<file path="src/common/ccm_pkg.sv">
`default_nettype none

package ccm_pkg;

   // pixel and coefficient formats
   localparam int DATA_WIDTH       = 10;
   localparam int COEFF_WIDTH      = 10;
   localparam int COEFF_FRAC_WIDTH = 8;
   localparam int N_CH             = 3;
   localparam int N_COEFF          = N_CH * N_CH;

   // datapath widths
   localparam int MULT_WIDTH  = DATA_WIDTH + COEFF_WIDTH;
   localparam int ACCUM_EXTRA = $clog2(N_CH);
   localparam int ACCUM_WIDTH = MULT_WIDTH + ACCUM_EXTRA;

   // first sum bit above the output field once the fraction is dropped
   localparam int TOP_POS = DATA_WIDTH + COEFF_FRAC_WIDTH;

   // configuration port
   localparam int CFG_ADDR_WIDTH = 4;
   localparam int CFG_DATA_WIDTH = 16;

   // coefficients at 0..8 (row * N_CH + col), mode at 9
   localparam logic [CFG_ADDR_WIDTH-1:0] ADDR_MODE = 4'd9;

   // 1.0 in coefficient format
   localparam logic [COEFF_WIDTH-1:0] COEFF_ONE = 10'd256;

   // one config write word, read as a coefficient or as the mode
   typedef union packed {
      struct packed {
         logic [CFG_DATA_WIDTH-COEFF_WIDTH-1:0] pad;
         logic [COEFF_WIDTH-1:0]                value;
      } coeff;
      struct packed {
         logic [CFG_DATA_WIDTH-3:0] pad;
         logic                      signed_coeff;
         logic                      signed_data;
      } mode;
   } ccm_cfg_word_u;

endpackage

`default_nettype wire

</file>
<file path="src/hdl/ccm_clamp.sv">
`timescale 1ns/10ps
`default_nettype none

module ccm_clamp
   import ccm_pkg::*;
(
   input  logic                        clk,
   input  logic                        arst_n,
   input  logic                        accum_valid,
   input  logic [N_CH*ACCUM_WIDTH-1:0] accum,
   input  logic                        accum_signed_coeff,
   input  logic                        accum_signed_data,
   output logic                        dvo,
   output logic [N_CH*DATA_WIDTH-1:0]  datao
);

   logic [DATA_WIDTH-1:0] clamped [N_CH];

   // saturate one sum and drop the fraction bits (floor)
   function automatic logic [DATA_WIDTH-1:0] clamp(
      input logic [ACCUM_WIDTH-1:0] s,
      input logic                   sc,
      input logic                   sd
   );
      logic [ACCUM_WIDTH-TOP_POS:0] upper;
      logic [DATA_WIDTH-1:0]        scaled;
      logic                         neg;
      upper  = s[ACCUM_WIDTH-1:TOP_POS-1];
      scaled = s[TOP_POS-1:COEFF_FRAC_WIDTH];
      neg    = s[ACCUM_WIDTH-1];
      if (sd) begin
         // two's complement output, upper bits must all match the sign
         if (&upper || ~|upper) begin
            clamp = scaled;
         end else if (neg) begin
            clamp = {1'b1, {(DATA_WIDTH-1){1'b0}}};
         end else begin
            clamp = {1'b0, {(DATA_WIDTH-1){1'b1}}};
         end
      end else if (sc && neg) begin
         // negative colour is black
         clamp = '0;
      end else if (|upper[ACCUM_WIDTH-TOP_POS:1]) begin
         clamp = '1;
      end else begin
         clamp = scaled;
      end
      return clamp;
   endfunction

   always_comb begin
      for (int ch = 0; ch < N_CH; ch++) begin
         clamped[ch] = clamp(accum[ch*ACCUM_WIDTH +: ACCUM_WIDTH],
                             accum_signed_coeff,
                             accum_signed_data);
      end
   end

   always_ff @(posedge clk or negedge arst_n) begin
      if (!arst_n) begin
         dvo <= 1'b0;
      end else begin
         dvo <= accum_valid;
      end
   end

   // pixel word only changes with a valid sum
   always_ff @(posedge clk) begin
      if (accum_valid) begin
         for (int ch = 0; ch < N_CH; ch++) begin
            datao[ch*DATA_WIDTH +: DATA_WIDTH] <= clamped[ch];
         end
      end
   end

endmodule

`default_nettype wire

</file>
<file path="config.mk">
export PLATFORM = sky130hd
export DESIGN_NAME = ccm_clamp
export DESIGN_NICKNAME = d
export VERILOG_FILES = /design/src/common/ccm_pkg.sv /design/src/hdl/ccm_clamp.sv
export SDC_FILE = /design/constraint.sdc
export NUM_CORES = 1
export LEC_CHECK = 0
export CORE_UTILIZATION = 60
export DETAILED_ROUTE_END_ITERATION = 12
export DONT_BUFFER_PORTS = 1
export PLACE_DENSITY = 0.76
export SLEW_MARGIN = 10
export SYNTH_ARGS = -nofsm -noshare
export SYNTH_HDL_FRONTEND = slang
export SYNTH_SLANG_ARGS = --single-unit
</file>
<file path="constraint.sdc">
create_clock -name clk -period 0.8 [get_ports clk]
set_input_delay 0.16 -clock clk [delete_from_list [all_inputs] [get_ports clk]]
set_output_delay 0.16 -clock clk [all_outputs]
set_load 0.01 [all_outputs]
</file>
# Word level (Yosys, flattened, before mapping)

Index checks and enable logic that the tools add are counted.

Register bits: 31
Output and inout port bits: 31
Logic and storage cells: 35

Muxes and demuxes: 15
Reductions and logical operators: 18

Operators by type and width:

| operator            | count |
|---|---|
| 10-bit 2-to-1 mux   | 15 |
| 5-bit AND reduction | 3 |
| 5-bit OR reduction  | 3 |
| 4-bit OR reduction  | 3 |
| 1-bit logical AND   | 3 |
| 1-bit zero test     | 3 |
| 1-bit logical OR    | 3 |

# Longest topological paths before layout

Gate-level depths: netlist of run 1.

Depth in word-level cells: 5
Depth in mapped cells: 5

# Worst setup path before layout of run 1

No wires, ideal clock.

Path type: input-to-reg
Start: input accum[41]
End: register datao[10] (data pin)
Library setup time: 0.259 ns
Data arrival time: 0.974 ns
Data required time: 0.541 ns
Path slack: -0.433 ns
Cell stages on the path: 4
Cells stage by stage: or4_4 > buf_6 > o21ai_1 > o21ai_1

RTL lines:

| what                          | line            | RTL |
|---|---|---|
| start, declared               | ccm_clamp.sv:10 | `input logic [N_CH*ACCUM_WIDTH-1:0] accum,` |
| end signal, assigned by index | ccm_clamp.sv:71 | `datao[ch*DATA_WIDTH +: DATA_WIDTH] <= clamped[ch];` |
| end, declared                 | ccm_clamp.sv:14 | `output logic [N_CH*DATA_WIDTH-1:0] datao` |

# Final worst setup path of run 1

Start: register datao[2]
End: output datao[2]

No word-level cell between the ends.

==> results of run 1 <==
[per-stage QoR]
stage          instances  TNS, ps    util  setup slack (ps)
6_report             171    -4447  0.7121            -128.5
3_5_place_dp         160   -10070  0.6485            -508.3
5_1_grt              171    -5653  0.7121            -167.5
2_1_floorplan        136    -8566       -            -432.7
4_1_cts              171    -4345  0.6854            -136.4
3_3_place_gp         160    -9203  0.6485            -444.4
[cell type report]
cell class | instances | area, µm² | area share
clock buffers | 7 | 45.04 | 0.02553
clock inverters | 1 | 5.005 | 0.002837
inverters | 12 | 45.04 | 0.02553
multi-input cells | 86 | 673.1 | 0.3816
flip-flops and latches | 31 | 925.9 | 0.5248
well taps | 30 | 37.54 | 0.02128
repair buffers | 4 | 32.53 | 0.01844
[report_power, final]
group          switching, mW  internal (mW)  leakage [nW]
clock                  0.490          0.342        0.0293
sequential             0.137           1.98         0.306
combinational          0.175          0.161         0.255
total                  0.802           2.48         0.591
[what timing repair did]
item,4_1_cts,5_1_grt
cloned,2,0
setup endpoints to repair,43,50
pin swaps,1,3
hold endpoints to repair,32,31
resized for setup,3,15
setup buffers,0,0
[layer usage]
layer  part of all wire  GRT usage  vias up
li1                   -          -      537
met1               0.35     0.2546      534
met2               0.54     0.3987       69
met3              0.094     0.1034        8
met4              0.015    0.09211        0
met5                  0          0        -
[placed cells by master, fill, tap and decap left out, drive strengths merged]
cell type,n
or3,1
edfxtp,30
nor3,1
nor4,2
dlygate4sd3,1
o31ai,8
dfrtp,1
o22ai,2
nand2b,3
a211oi,2
a21o,1
inv,12
o221ai,1
buf,3
clkinv,1
a31oi,8
a21oi,12
o21ai,20
o21a,9
nor2b,2
nor2,2
or4,3
nand2,2
and3,2
clkbuf,7
and4,2
a211o,1
nand4,1
a32o,1
[path summary, 6_finish.rpt]
kind	start	end	slack, ps	cells past startpoint
max	datao[2]	datao[2]	-130	0
min	accum_valid	dvo	-140	0
max in group asynchronous	arst_n	dvo	670	1
min in group asynchronous	arst_n	dvo	30	1
[registers in the layout, summed over array words and instances, names as in the netlist]
register  count
datao        30
dvo           1
[cells by family (layout without fill, tap and decap cells)]
logic type | after synthesis | after routing | synth area share
AO/OA/AOI/OAI | 64 | 65 | 0.2634
buffers and inverters | 21 | 24 | 0.05924
flip-flops | 31 | 31 | 0.5925
AND/OR/NAND/NOR | 20 | 21 | 0.08488
==> out/qor.yml, run 1 <==
status:
  run_status: "finished with violations"
  violations: "negative hold slack, negative setup slack"
routing:
  drt_first_pass_iters: 4
  route.vias.total: 1148
  antenna_left: 0
  iter_0_drt_violations: 32
  post_drt_via_cell_ratio: 6.713
  avgRoutedWirePerCell_um: 19.30
  totalWireLength_um: 3301
  drc_errors: 0
logic_synthesis:
  synth_nets: 207
  synth_enable_flop_cells: 30
  post_synth.cell_area_avg_um2: 11.49
  synth_largest_type_area_fraction: 0.5765
  postSynth.asyncResetShare: 0.03226
  synth-seq-area-share: 0.5925
  synth.area.top_cells: "sky130_fd_sc_hd__edfxtp_1 58%, sky130_fd_sc_hd__o21ai_1 5.8%, sky130_fd_sc_hd__o21a_1 4.3%, sky130_fd_sc_hd__a21oi_1 3.8%, sky130_fd_sc_hd__o31ai_1 3.8%"
  netlist_area_um2: 1563
  synth_common_cells: "30 x sky130_fd_sc_hd__edfxtp_1, 18 x sky130_fd_sc_hd__o21ai_1, 12 x sky130_fd_sc_hd__a21oi_1, 12 x sky130_fd_sc_hd__inv_1, 9 x sky130_fd_sc_hd__o21a_1"
  ys_ff_latch: 31
  netlist-cell-type-count: 35
  number_of_cells_produced_by_synthesis: 136
  postSynth.topFlopCell: "sky130_fd_sc_hd__edfxtp_1"
  synthDominantAreaCellType: "sky130_fd_sc_hd__edfxtp_1"
  post-synth-top-count-cell: "sky130_fd_sc_hd__edfxtp_1"
  synthesis.yosys.warnings: 0
clocking:
  cts_root_buffer: "sky130_fd_sc_hd__clkbuf_4"
  tritoncts: "built"
  max_clock_buf_depth: 2
  hold_buffers: 1
  cts_buffers: 5
  clk_pin_slew_ps: 90
  clkSinkCount: 31
  htree_levels: 2
cells_and_area:
  stdcell_area_um2: 1764
  n_fill_cell: 182
  drive_above_1_share: 0.2482
  area_delta_synth_final_pct: 12.89
  final_nets: 211
  antenna_cells: 0
timing:
  worst_slew_margin_rel: 0.5545
  hold_viol_final: 31
  min_period_ps: 928.5
  fmaxAchievable_mhz: 1077
  hold-worst-slack_ps: -142.6
  report.final.slew_viol_count: 0
  setup_violators_final: 48
  rsz0062_at_grt: "yes"
  transition_time_at_the_pin_with_the_least_slew_margin_ps: 666.8
  timing.final.ws_setup_ps: -128.5
  period_share: 1.161
floorplan:
  num_io_pins: 102
  rows: 18
  design.die.area_um2: 2813
  start_util: 0.6308
  fp.dieW_um: 53.04
  fp.coreArea_um2: 2477
  die_height_um: 53.04
worst_setup_path:
  worstPathArrival_ps: 770
  endpoint_class_of_the_critical_path: "output pin"
  worst-endpoint-required_ps: 640
  cp-start-kind: "flop"
  critPathKind: "flop to output pin"
  crit_path_max_fanout: 1
pwr:
  p_per_area_nw_per_um2: 1860
  final_power_mw: 3.281
  power.leakage_nw: 0.5905
  ir_drop_uv: 1421
global_route:
  initial_antenna_violation_count: 0
  globalRoute.totalOverflow: 0
  grt_max_degree: 32
  grt_pass1_wl_um: 4519
  grtUsageTotal: 0.2350
  grt_pass1_vias: 982
run:
  max_cap_violations: 0
placement:
  placedInstanceArea_um2: 1607
  port_buffers: 0
  place_hpwl_um: 2208
  gp_congestion: 0.7910
hold_path:
  min_path_type: "primary input to flop"
Power figures use the tool's default switching activity.
==> inputs of run 2 (changes only) <==
--- a/config.mk
+++ b/config.mk
@@ -8,6 +8,7 @@
 export CORE_UTILIZATION = 60
 export DETAILED_ROUTE_END_ITERATION = 12
 export DONT_BUFFER_PORTS = 1
+export HOLD_SLACK_MARGIN = 0.1
 export PLACE_DENSITY = 0.76
 export SLEW_MARGIN = 10
 export SYNTH_ARGS = -nofsm -noshare
==> out/qor.yml, run 2 (same netlist as run 1, synthesis figures left out) <==
status:
  run_status: "finished with violations"
  violations: "negative hold slack, negative setup slack"
cells_and_area:
  final_nets: 231
  largestRegisters: "datao x30, dvo x1"
  largest_register_by_flop_count: "datao"
  final_common_cell: "sky130_fd_sc_hd__edfxtp_1"
  stdcell_area_um2: 1962
  area_delta_synth_final_pct: 25.54
  antenna_cells: 0
  largest_register_ffs: 30
  multi_input_area_um2: 673.1
  instances_no_fill: 191
  ff_latch_area_um2: 925.9
  drive_above_1_share: 0.2236
  n_fill_cell: 146
  most-common-layout-cells: "30 x sky130_fd_sc_hd__edfxtp_1, 20 x sky130_fd_sc_hd__dlygate4sd3_1, 12 x sky130_fd_sc_hd__inv_1, 12 x sky130_fd_sc_hd__o21ai_1, 10 x sky130_fd_sc_hd__a21oi_1"
worst_setup_path:
  critPathKind: "flop to output pin"
  crit_path_max_fanout: 1
  worst-endpoint-required_ps: 640
  worstPathArrival_ps: 790
  cp-start-kind: "flop"
  endpoint_class_of_the_critical_path: "output pin"
floorplan:
  rows: 18
  die_height_um: 53.04
  fp.dieW_um: 53.04
  design.die.area_um2: 2813
  start_util: 0.6308
  fp.coreArea_um2: 2477
  num_io_pins: 102
placement:
  dp.cells: 160
  place_hpwl_um: 2208
  placedInstanceArea_um2: 1607
  place_ws_ps: -508.3
  gp_congestion: 0.7910
  port_buffers: 0
clocking:
  clkSinkCount: 31
  clk_pin_slew_ps: 90
  tritoncts: "built"
  htree_levels: 2
  max_clock_buf_depth: 2
  cts_buffers: 5
  cts_root_buffer: "sky130_fd_sc_hd__clkbuf_4"
timing:
  rsz0062_at_grt: "yes"
  hold_viol_final: 31
  min_period_ps: 945.9
  worst_slew_margin_rel: 0.5778
  setup_violators_final: 48
  transition_time_at_the_pin_with_the_least_slew_margin_ps: 632.0
  hold-worst-slack_ps: -142.9
  period_share: 1.182
  report.final.slew_viol_count: 0
  timing.final.ws_setup_ps: -145.9
  fmaxAchievable_mhz: 1057
  setup-tns-final_ps: -4413
routing:
  avgRoutedWirePerCell_um: 18.75
  iter_0_drt_violations: 42
  drt_first_pass_iters: 4
  totalWireLength_um: 3581
  antenna_left: 0
  post_drt_via_cell_ratio: 6.419
  drc_errors: 0
  route.vias.total: 1226
pwr:
  switching_share: 0.2448
  ir_drop_uv: 1505
  final_power_mw: 3.366
  p_sw_mw: 0.8239
  p_per_area_nw_per_um2: 1716
  power.share.sequential: 0.629
  clock_power_share: 0.247
  power.leakage_nw: 0.6752
  power_internal_mw: 2.542
  combPwrFrac: 0.124
global_route:
  initial_antenna_violation_count: 0
  grt_max_degree: 32
  grtUsageTotal: 0.2546
  globalRoute.totalOverflow: 0
  grt_pass1_wl_um: 4892
  grt_pass1_vias: 1057
run:
  max_cap_violations: 0
hold_path:
  min_path_type: "primary input to flop"
-- run 2: cell types whose count changed in the layout (fill, tap and decap cells not counted) --
cell / before / now
sky130_fd_sc_hd__buf_4: 3 / 4
sky130_fd_sc_hd__dlygate4sd3_1: 1 / 20
-- run 2: timing repair --
action	CTS	global route
hold buffers	19	1
cloned	2	0
gates resized for setup	3	15
endpoints found under the setup margin	43	50
setup buffers	0	1
pin swaps	1	4
endpoints found under the hold margin	60	43
-- run 2: power groups by stage --
stage                     Clock (mW)  Sequential (mW)  Combinational [mW]
after floorplan                    0             2.13               0.270
after global placement             0             2.15               0.264
after global routing           0.906             2.13               0.454
after detailed placement           0             2.16               0.282
final                          0.831             2.12               0.418
after CTS                      0.835             2.12               0.370
-- run 2: through the flow --
step / hold WS [ps] / utilization
floorplan: -135.6 / -
global route: -162.6 / 0.7919
CTS: -148.8 / 0.7581
global placement: -135.6 / 0.6485
detailed placement: -135.6 / 0.6485
finish: -142.9 / 0.7919
-- run 2: layout make-up --
cell class	count	share of cell area
clock inverter	1	0.002551
multi-input combinational	86	0.3431
timing repair buffer	24	0.1173
sequential	31	0.4719
tap	30	0.01913
clock buffer	7	0.02296
inverter	12	0.02296
-- run 2: final timing paths --
| path | from | end | cells past startpoint |
|---|---|---|---|
| worst max-delay path | datao[22] | datao[22] | 0 |
| worst min-delay path | accum_valid | dvo | 0 |
| max in group asynchronous | arst_n | dvo | 2 |
| min in group asynchronous | arst_n | dvo | 2 |
-- run 2: metal layers --
layer | part of all wire | vias up | GRT usage
li1 | - | 579 | -
met1 | 0.37 | 572 | 0.2621
met2 | 0.52 | 66 | 0.4536
met3 | 0.085 | 9 | 0.1063
met4 | 0.017 | 0 | 0.09649
met5 | 0 | - | 0
