==> src/common/ccm_pkg.sv <==
`default_nettype none

package ccm_pkg;

   // pixel and coefficient formats
   localparam int DATA_WIDTH       = 10;
   localparam int COEFF_WIDTH      = 10;
   localparam int COEFF_FRAC_WIDTH = 8;
   localparam int N_CH             = 3;
   localparam int N_COEFF          = N_CH * N_CH;

   // datapath widths
   localparam int MULT_WIDTH  = DATA_WIDTH + COEFF_WIDTH;
   localparam int ACCUM_EXTRA = $clog2(N_CH);
   localparam int ACCUM_WIDTH = MULT_WIDTH + ACCUM_EXTRA;

   // first sum bit above the output field once the fraction is dropped
   localparam int TOP_POS = DATA_WIDTH + COEFF_FRAC_WIDTH;

   // configuration port
   localparam int CFG_ADDR_WIDTH = 4;
   localparam int CFG_DATA_WIDTH = 16;

   // coefficients at 0..8 (row * N_CH + col), mode at 9
   localparam logic [CFG_ADDR_WIDTH-1:0] ADDR_MODE = 4'd9;

   // 1.0 in coefficient format
   localparam logic [COEFF_WIDTH-1:0] COEFF_ONE = 10'd256;

   // one config write word, read as a coefficient or as the mode
   typedef union packed {
      struct packed {
         logic [CFG_DATA_WIDTH-COEFF_WIDTH-1:0] pad;
         logic [COEFF_WIDTH-1:0]                value;
      } coeff;
      struct packed {
         logic [CFG_DATA_WIDTH-3:0] pad;
         logic                      signed_coeff;
         logic                      signed_data;
      } mode;
   } ccm_cfg_word_u;

endpackage

`default_nettype wire

==> src/hdl/ccm_cfg_decode.sv <==
`timescale 1ns/10ps
`default_nettype none

module ccm_cfg_decode
   import ccm_pkg::*;
(
   input  logic                           clk,
   input  logic                           arst_n,
   input  logic                           cfg_we,
   input  logic [CFG_ADDR_WIDTH-1:0]      cfg_addr,
   input  logic [CFG_DATA_WIDTH-1:0]      cfg_wdata,
   output logic [N_COEFF*COEFF_WIDTH-1:0] coeff,
   output logic                           signed_coeff,
   output logic                           signed_data
);

   ccm_cfg_word_u wword;

   assign wword = cfg_wdata;

   // coefficient bank, identity after reset
   always_ff @(posedge clk or negedge arst_n) begin
      if (!arst_n) begin
         for (int i = 0; i < N_COEFF; i++) begin
            // diagonal entries are every (N_CH+1)th address
            if (i % (N_CH + 1) == 0) begin
               coeff[i*COEFF_WIDTH +: COEFF_WIDTH] <= COEFF_ONE;
            end else begin
               coeff[i*COEFF_WIDTH +: COEFF_WIDTH] <= '0;
            end
         end
      end else if (cfg_we) begin
         for (int i = 0; i < N_COEFF; i++) begin
            if (cfg_addr == CFG_ADDR_WIDTH'(i)) begin
               coeff[i*COEFF_WIDTH +: COEFF_WIDTH] <= wword.coeff.value;
            end
         end
      end
   end

   // signedness mode, unsigned/unsigned after reset
   always_ff @(posedge clk or negedge arst_n) begin
      if (!arst_n) begin
         signed_coeff <= 1'b0;
         signed_data  <= 1'b0;
      end else if (cfg_we && cfg_addr == ADDR_MODE) begin
         signed_coeff <= wword.mode.signed_coeff;
         signed_data  <= wword.mode.signed_data;
      end
   end

endmodule

`default_nettype wire

==> config.mk <==
export PLATFORM = sky130hd
export DESIGN_NAME = ccm_cfg_decode
export DESIGN_NICKNAME = d
export VERILOG_FILES = /design/src/common/ccm_pkg.sv /design/src/hdl/ccm_cfg_decode.sv
export SDC_FILE = /design/constraint.sdc
export NUM_CORES = 1
export LEC_CHECK = 0
export BUFFER_PORTS_ARGS = -buffer_cell sky130_fd_sc_hd__buf_4
export CORE_ASPECT_RATIO = 0.6
export CORE_MARGIN = 3
export CORE_UTILIZATION = 45
export CTS_CLUSTER_SIZE = 20
export DETAILED_ROUTE_END_ITERATION = 10
export HOLD_SLACK_MARGIN = 0.03
export MAX_ROUTING_LAYER = met4
export PLACE_DENSITY = 0.78
export SLEW_MARGIN = 20
export SYNTH_ARGS = -nofsm -noshare
export SYNTH_HDL_FRONTEND = slang
export SYNTH_SLANG_ARGS = --single-unit
==> constraint.sdc <==
create_clock -name clk -period 0.8 [get_ports clk]
set_input_delay 0.04 -clock clk [delete_from_list [all_inputs] [get_ports clk]]
set_output_delay 0.04 -clock clk [all_outputs]
set_load 0.05 [all_outputs]
Word level (Yosys, flattened, before mapping)
Cells that the tools add are included.
- eq/ne operators: 9
- reductions and logical operators: 11
- operator list (operator ; count):
    2-bit AND reduction ; 9
    4-bit by 3-bit == test with 1-bit output, second input constant ; 4
    4-bit by 2-bit == test with 1-bit output, second input constant ; 2
    4-bit == test, second input constant ; 2
    4-bit by 1-bit == test with 1-bit output, second input constant ; 1
    4-bit zero test ; 1
    1-bit logical AND ; 1
- input bits: 23
- register bits after elaboration: 92
- word-level logic and storage cells: 31
- output and inout bits: 92

Logic depth before layout (Yosys ltp)
Gate-level depths: netlist of run 1.
- depth after elaboration: 2
- gate-level depth with buffers: 4
- gate-level depth less buffers: 3

Worst setup path before layout of run 1
Ideal clock, no wire load.
- kind: input -> register
- start: input cfg_addr[3]
- end: register coeff[40]
- buffers on the path: 1
- required time: 0.675 ns
- arrival: 0.975 ns
- path slack: -0.300 ns
- stages: 4
- cells stage by stage: nand3b_4 or3_1 buf_6 mux2_4
- longest elaborated chain between the ends: 2
- RTL lines (what ; RTL line ; source):
    from (decl) ; ccm_cfg_decode.sv:10 ; input logic [CFG_ADDR_WIDTH-1:0] cfg_addr,
    4-bit by 3-bit == test with 1-bit output ; ccm_cfg_decode.sv:34 ; if (cfg_addr == CFG_ADDR_WIDTH'(i)) begin
    2-bit AND reduction (no source line) ; -- ;
    to (signal, indexed assignment) ; ccm_cfg_decode.sv:35 ; coeff[i*COEFF_WIDTH +: COEFF_WIDTH] <= wword.coeff.value;
    to (decl) ; ccm_cfg_decode.sv:12 ; output logic [N_COEFF*COEFF_WIDTH-1:0] coeff,
Every way passes these cells.
A chain may end at the register's enable or synchronous reset.

Worst setup path after layout of run 1
- start: register coeff[48]
- end: output coeff[48]
No word-level cell between the ends.

==> impl_metrics.csv, run 1 <==
group,metric,value,unit
timing,timing.final.crit_period,1.10,ns
setup_path,crit_path_max_incr_delay,0.57,ns
setup_path,crit_buf_inv,1,
setup_path,critPathCaptureType,"output port",
outcome,violations,"setup timing",
detailed_routing,drtAntennaViolNets,0,
timing,postLayoutSetupSlackWorst,-0.304,ns
timing,hold_viol,0,
global_route,grt_usage,25.0,%
setup_path,startpoint,"coeff[48]",
timing,fin_crit_sh,138,%
setup_path,critPathMaxFanout,2,
detailed_routing,dr.pass1.iters,4,
setup_path,path_class,"flop to output port",
global_route,grt_pass1_vias,2720,
die,die_h,74.8,µm
synthesis,syn_avg_cell_area,17.1,µm²
layout,drive_above_1_share,85.9,%
clock_tree,cts_tree,"done",
placement,gp_congestion,0.837,
synthesis,yosys_register_bits,92,
layout,antenna_cells,0,
setup_path,crit_chain,"buf_8",
worst_hold_path,min_from,"cfg_wdata[7]",
synthesis,synth_nets,231,
layout,syn2layout_area_growth,77.7,%
synthesis,netlist_area,0.00355,mm²
clock_tree,htreeDepth,3,
timing,finClkSkew,0,ns
timing,max_slew.worst_pin.slew,0.235,ns
detailed_routing,drc,0,
synthesis,ys_warn_count,0,
job,drv_cap,0,
synthesis,syn-instance-count,208,
synthesis,synth_top_area_share,62.8,%
pwr,total_power,21.0,mW
pwr,p_per_area,3320,mW/mm²
synthesis,synthTopCellsByArea,"dfrtp_1 (63%), mux2_2 (26%), mux2_4 (4.2%), dfstp_2 (2.2%), nand3b_1 (0.63%)",
clock_tree,clkLatencyLatePin,0.34,ns
detailed_routing,routed_via_density,5.05,
clock_tree,clk_pin_slew_worst_paths,0.06,ns
timing,drv_slew,0,
synthesis,yosys.cell_types.count,19,
die,die_area,0.00902,mm²
setup_path,r2r-start,"coeff[39]",
global_route,grt_pass1_wl,16.0,mm
setup_path,cp.required,0.76,ns
global_route,grt_max_degree,37,
pwr,leakagePower,3.01,nW
die,start_util,47.6,%
placement,pre_cts_ws,-0.493,ns
setup_path,cp.arrival,1.06,ns
timing,setup_viol,176,
setup_path,startpoint_type,"flop",
timing,fin_setup_tns,-25.29,ns
die,die_w,121,µm
detailed_routing,route.vias.total,2523,
placement,portBuffers,108,
layout,fin_nets,414,
clock_tree,root_buffer,"clkbuf_16",
outcome,status,"complete, but fails checks",
timing,max_slew_margin,84.3,%
global_route,antenna_found_initial,0,
pwr,irDropWorstVdd,1.95,mV
global_route,grt_overflow,0,
clock_tree,clockBufferDepth,2,
placement,place_hpwl,6.04,mm
timing,fmax,906,MHz
synthesis,ys_seq_area_share,65.0,%
synthesis,synth_top_area_cell,"dfrtp_1",
die,rows,24,
layout,n_fill_cell,342,
clock_tree,numCtsBuffers,9,
die,coreArea,0.00745,mm²
setup_path,slowest_stage,"dfstp_2",
timing,rsz0062_at_grt,"true",
worst_hold_path,hp-class,"primary input to flop",
detailed_routing,routed_wl,10.6,mm
layout,fin_util,84.7,%
die,ios,115,
detailed_routing,drt_iter0_markers,179,
detailed_routing,wire_per_inst,21.2,µm
setup_path,cp_top_family,"flip-flops",
clock_tree,cts_sinks,92,
-- area by class of cell --
| cell class | count | area [µm²] | area share, % |
|---|---|---|---|
| flip-flops and latches | 92 | 2360 | 37.5 |
| repair buffers | 179 | 2000 | 31.6 |
| multi-input cells | 109 | 1480 | 23.5 |
| clock buffers | 13 | 270 | 4.29 |
| well taps | 104 | 130 | 2.06 |
| clock inverters | 3 | 67.6 | 1.07 |
-- cells in the mapped netlist --
library cell  number
dfrtp_1           89
mux2_2            82
mux2_4            10
buf_2              3
dfstp_2            3
nand3b_1           3
buf_1              2
buf_4              2
nand2_1            2
nor2_1             2
or3_1              2
and3_1             1
buf_6              1
nand2b_1           1
nand3b_4           1
nor2_2             1
nor2_4             1
nor3b_1            1
nor3b_2            1
-- final timing paths --
path                             endpoint  slack [ns]  cells after the start
worst min register to register  coeff[24]        0.53                      1
worst max register to register  coeff[39]       -0.14                      2
worst max-delay path            coeff[48]       -0.30                      1
max in group asynchronous       coeff[88]        0.21                      3
worst min-delay path            coeff[57]        0.03                      2
min in group asynchronous       coeff[51]        0.12                      2
-- sequential cells by signal, summed over array words and instances (netlist names) --
signal        count
signed_data       1
signed_coeff      1
coeff            90
-- cells by family after synthesis --
| family | Yosys count | share of synthesized area (%) |
|---|---|---|
| buffers and inverters | 8 | 1.37 |
| flip-flops | 92 | 65.0 |
| multiplexers | 92 | 30.3 |
| AND/OR/NAND/NOR | 16 | 3.39 |
-- repair_timing --
item,CTS,global route
hold buffers,6,1
resized for setup,166,19
gates cloned,6,1
setup endpoints to repair,173,184
buffers inserted,33,11
hold endpoints to repair,116,1
pin swaps,2,6
-- placed cells by master (no fill, tap or decap), drive strengths merged --
cell / instances
nor3b: 2
dlygate4sd3: 5
dfrtp: 89
mux2: 92
nand2b: 1
clkinvlp: 1
bufinv: 2
clkbuf: 14
dfstp: 3
nor2: 4
buf: 171
or3: 2
and3: 1
nand3b: 4
nand2: 3
dlymetal6s4s: 2
-- per-layer routing --
| metal | global-route usage, % | vias to the layer above | part of all wire, % |
|---|---|---|---|
| li1 | - | 1104 | - |
| met1 | 32.9 | 1307 | 44 |
| met2 | 39.4 | 96 | 48 |
| met3 | 6.98 | 16 | 6.7 |
| met4 | 6.03 | 0 | 1.3 |
| met5 | - | - | 0 |
-- power breakdown --
part / internal (mW) / switching, mW
Sequential: 5.87 / 0.973
Clock: 2.99 / 1.71
Combinational: 4.15 / 5.25
Total: 13.0 / 7.93
-- metrics by stage --
stage / cells / area, µm² / hold slack (ns)
2_1_floorplan: 208 / 3760 / -0.256
3_3_place_gp: 433 / 4870 / -0.0974
3_5_place_dp: 433 / 4870 / -0.0969
4_1_cts: 493 / 6230 / 0.0173
5_1_grt: 500 / 6310 / 0.0306
6_report: 500 / 6310 / 0.0261
Power figures use the tool's default switching activity.
==> run 2, diff against run 1 <==
--- a/config.mk
+++ b/config.mk
@@ -7,7 +7,7 @@
 export LEC_CHECK = 0
 export BUFFER_PORTS_ARGS = -buffer_cell sky130_fd_sc_hd__buf_4
 export CORE_ASPECT_RATIO = 0.6
-export CORE_MARGIN = 3
+export CORE_MARGIN = 10
 export CORE_UTILIZATION = 45
 export CTS_CLUSTER_SIZE = 20
 export DETAILED_ROUTE_END_ITERATION = 10
==> run 2 against run 1 <==
  * The run still ends with setup timing left
  * Sequential share of layout area increased by 0.39 points
  * Core utilization decreased by 0.87 points
  * Clock-buffer cell count decreased by 1
  * Die area increased by 32%
  * First-iteration DRC count increased by 15%
  * Non-clock buffer count unchanged
  * Combinational power increased by 2.7%
  * Worst hold slack improved by 0.018 ns
  * Power decreased by 3.0%
  * Routed wire length increased by 9.7%
  * Critical path type unchanged
  * Highest routed layer unchanged
  * Via count decreased by 0.75%
  * Largest power group unchanged
  * Register-to-register slack about the same
==> impl_metrics.csv, run 2 (synthesis gave the netlist of run 1 again) <==
group,metric,value,unit
outcome,status,"complete, but fails checks",
outcome,violations,"setup timing",
die,rows,24,
detailed_routing,drtAntennaViolNets,0,
global_route,grt_max_degree,68,
setup_path,startpoint,"coeff[48]",
setup_path,cp.required,0.76,ns
timing,finClkSkew,0,ns
setup_path,path_class,"flop to output port",
global_route,antenna_found_initial,0,
timing,setup_viol,181,
layout,fin_util,83.8,%
timing,max_slew_margin,75.1,%
pwr,total_power,20.3,mW
job,drv_cap,0,
setup_path,ff2ff_path_depth,2,
worst_hold_path,min_from,"cfg_wdata[3]",
global_route,grt_usage,18.8,%
clock_tree,numCtsBuffers,9,
setup_path,critPathCaptureType,"output port",
timing,timing.final.crit_period,1.09,ns
layout,n_fill_cell,353,
global_route,grt_pass1_vias,2782,
die,ios,115,
placement,portBuffers,108,
setup_path,cp_top_family,"flip-flops",
layout,largest_reg_flops,90,
layout,antenna_cells,0,
global_route,grt_overflow,0,
setup_path,r2r-start,"coeff[40]",
clock_tree,root_buffer,"clkbuf_16",
die,start_util,47.6,%
timing,max_slew.worst_pin.slew,0.374,ns
placement,place_hpwl,6.72,mm
layout,final_common_cell,"buf_6",
setup_path,slowest_stage,"dfstp_2",
setup_path,startpoint_type,"flop",
timing,fmax,918,MHz
timing,drv_slew,0,
timing,postLayoutSetupSlackWorst,-0.289,ns
pwr,p_per_area,3260,mW/mm²
setup_path,crit_path_max_incr_delay,0.56,ns
detailed_routing,dr.pass1.iters,4,
timing,fin_setup_tns,-20.62,ns
clock_tree,clkLatencyLatePin,0.34,ns
detailed_routing,routed_wl,11.6,mm
setup_path,cp.arrival,1.05,ns
placement,gp_congestion,0.778,
detailed_routing,routed_via_density,5.01,
detailed_routing,drc,0,
timing,whs,0.0438,ns
timing,hold_viol,0,
global_route,grt_pass1_wl,16.6,mm
clock_tree,htreeDepth,3,
layout,fin_nets,414,
pwr,irDropWorstVdd,2.24,mV
setup_path,crit_buf_inv,1,
die,die_area,0.0120,mm²
worst_hold_path,min_path_cells,2,
clock_tree,cts_sinks,92,
layout,mostFrequentLayoutCells,"buf_6 (125), mux2_4 (63), dfrtp_2 (45)",
setup_path,critPathMaxFanout,2,
clock_tree,clockBufferDepth,2,
setup_path,r2r_slack,-0.14,ns
setup_path,crit_chain,"buf_8",
die,coreArea,0.00745,mm²
layout,drive_above_1_share,85.6,%
setup_path,path_depth,1,
pwr,leakagePower,2.98,nW
layout,reg_top3,"coeff: 90 flops, signed_coeff: 1 flops, signed_data: 1 flops",
timing,fin_crit_sh,136,%
detailed_routing,drt_iter0_markers,205,
clock_tree,cts_tree,"done",
layout,syn2layout_area_growth,75.9,%
detailed_routing,wire_per_inst,23.3,µm
die,die_h,88.8,µm
timing,rsz0062_at_grt,"true",
die,die_w,135,µm
detailed_routing,route.vias.total,2504,
layout,top_register,"coeff",
clock_tree,clk_pin_slew_worst_paths,0.06,ns
worst_hold_path,hp-class,"primary input to flop",
-- run 2: cell count changes in the layout (fill, tap and decap cells not counted), moves of 2 or more --
cell	delta
buf_4	-8
clkbuf_8	-3
bufinv_16	-2
clkbuf_1	+2
buf_8	+2
clkinv_2	+4
dlymetal6s4s_1	-2
buf_6	+8
-- run 2: power by group --
part / internal [mW] / switching (mW) / total [mW] / leakage, nW
logic: 4.29 / 5.36 / 9.65 / 1.78
clock network: 2.09 / 1.73 / 3.81 / 0.130
registers: 5.87 / 0.981 / 6.85 / 1.07
-- run 2: area by class of cell --
type	count	area [µm²]	area share, %
clock inverter	4	20.0	0.321
multi-input combinational	109	1470	23.6
timing repair buffer	179	2020	32.4
sequential	92	2360	37.9
clock buffer	12	236	3.79
tap	104	130	2.09
-- run 2: what timing repair did --
item,in CTS,in global routing
buffers inserted,27,13
pin swaps,2,4
hold buffers,6,0
gates cloned,3,3
endpoints found under the hold margin,124,0
resized for setup,144,48
setup endpoints to repair,172,184
-- run 2: layer usage --
| layer | up-vias | global-route usage, % | wire length [µm] |
|---|---|---|---|
| li1 | 1102 | - | - |
| met1 | 1308 | 21.6 | 5050 |
| met2 | 86 | 30.3 | 5640 |
| met3 | 8 | 7.86 | 869 |
| met4 | 0 | 4.62 | 81 |
| met5 | - | - | 0 |
-- run 2: path summary, 6_finish.rpt --
check | endpoint
worst max-delay path | coeff[48]
worst min-delay path | coeff[33]
worst max register to register | coeff[40]
worst min register to register | coeff[15]
max in group asynchronous | coeff[10]
min in group asynchronous | coeff[30]
-- run 2: metrics by stage --
stage / instances / instance area [µm²] / setup WS (ns)
3_3_place_gp: 433 / 4840 / -0.467
6_report: 500 / 6240 / -0.289
2_1_floorplan: 208 / 3760 / -0.299
3_5_place_dp: 433 / 4840 / -0.480
5_1_grt: 500 / 6240 / -0.309
4_1_cts: 485 / 5940 / -0.289
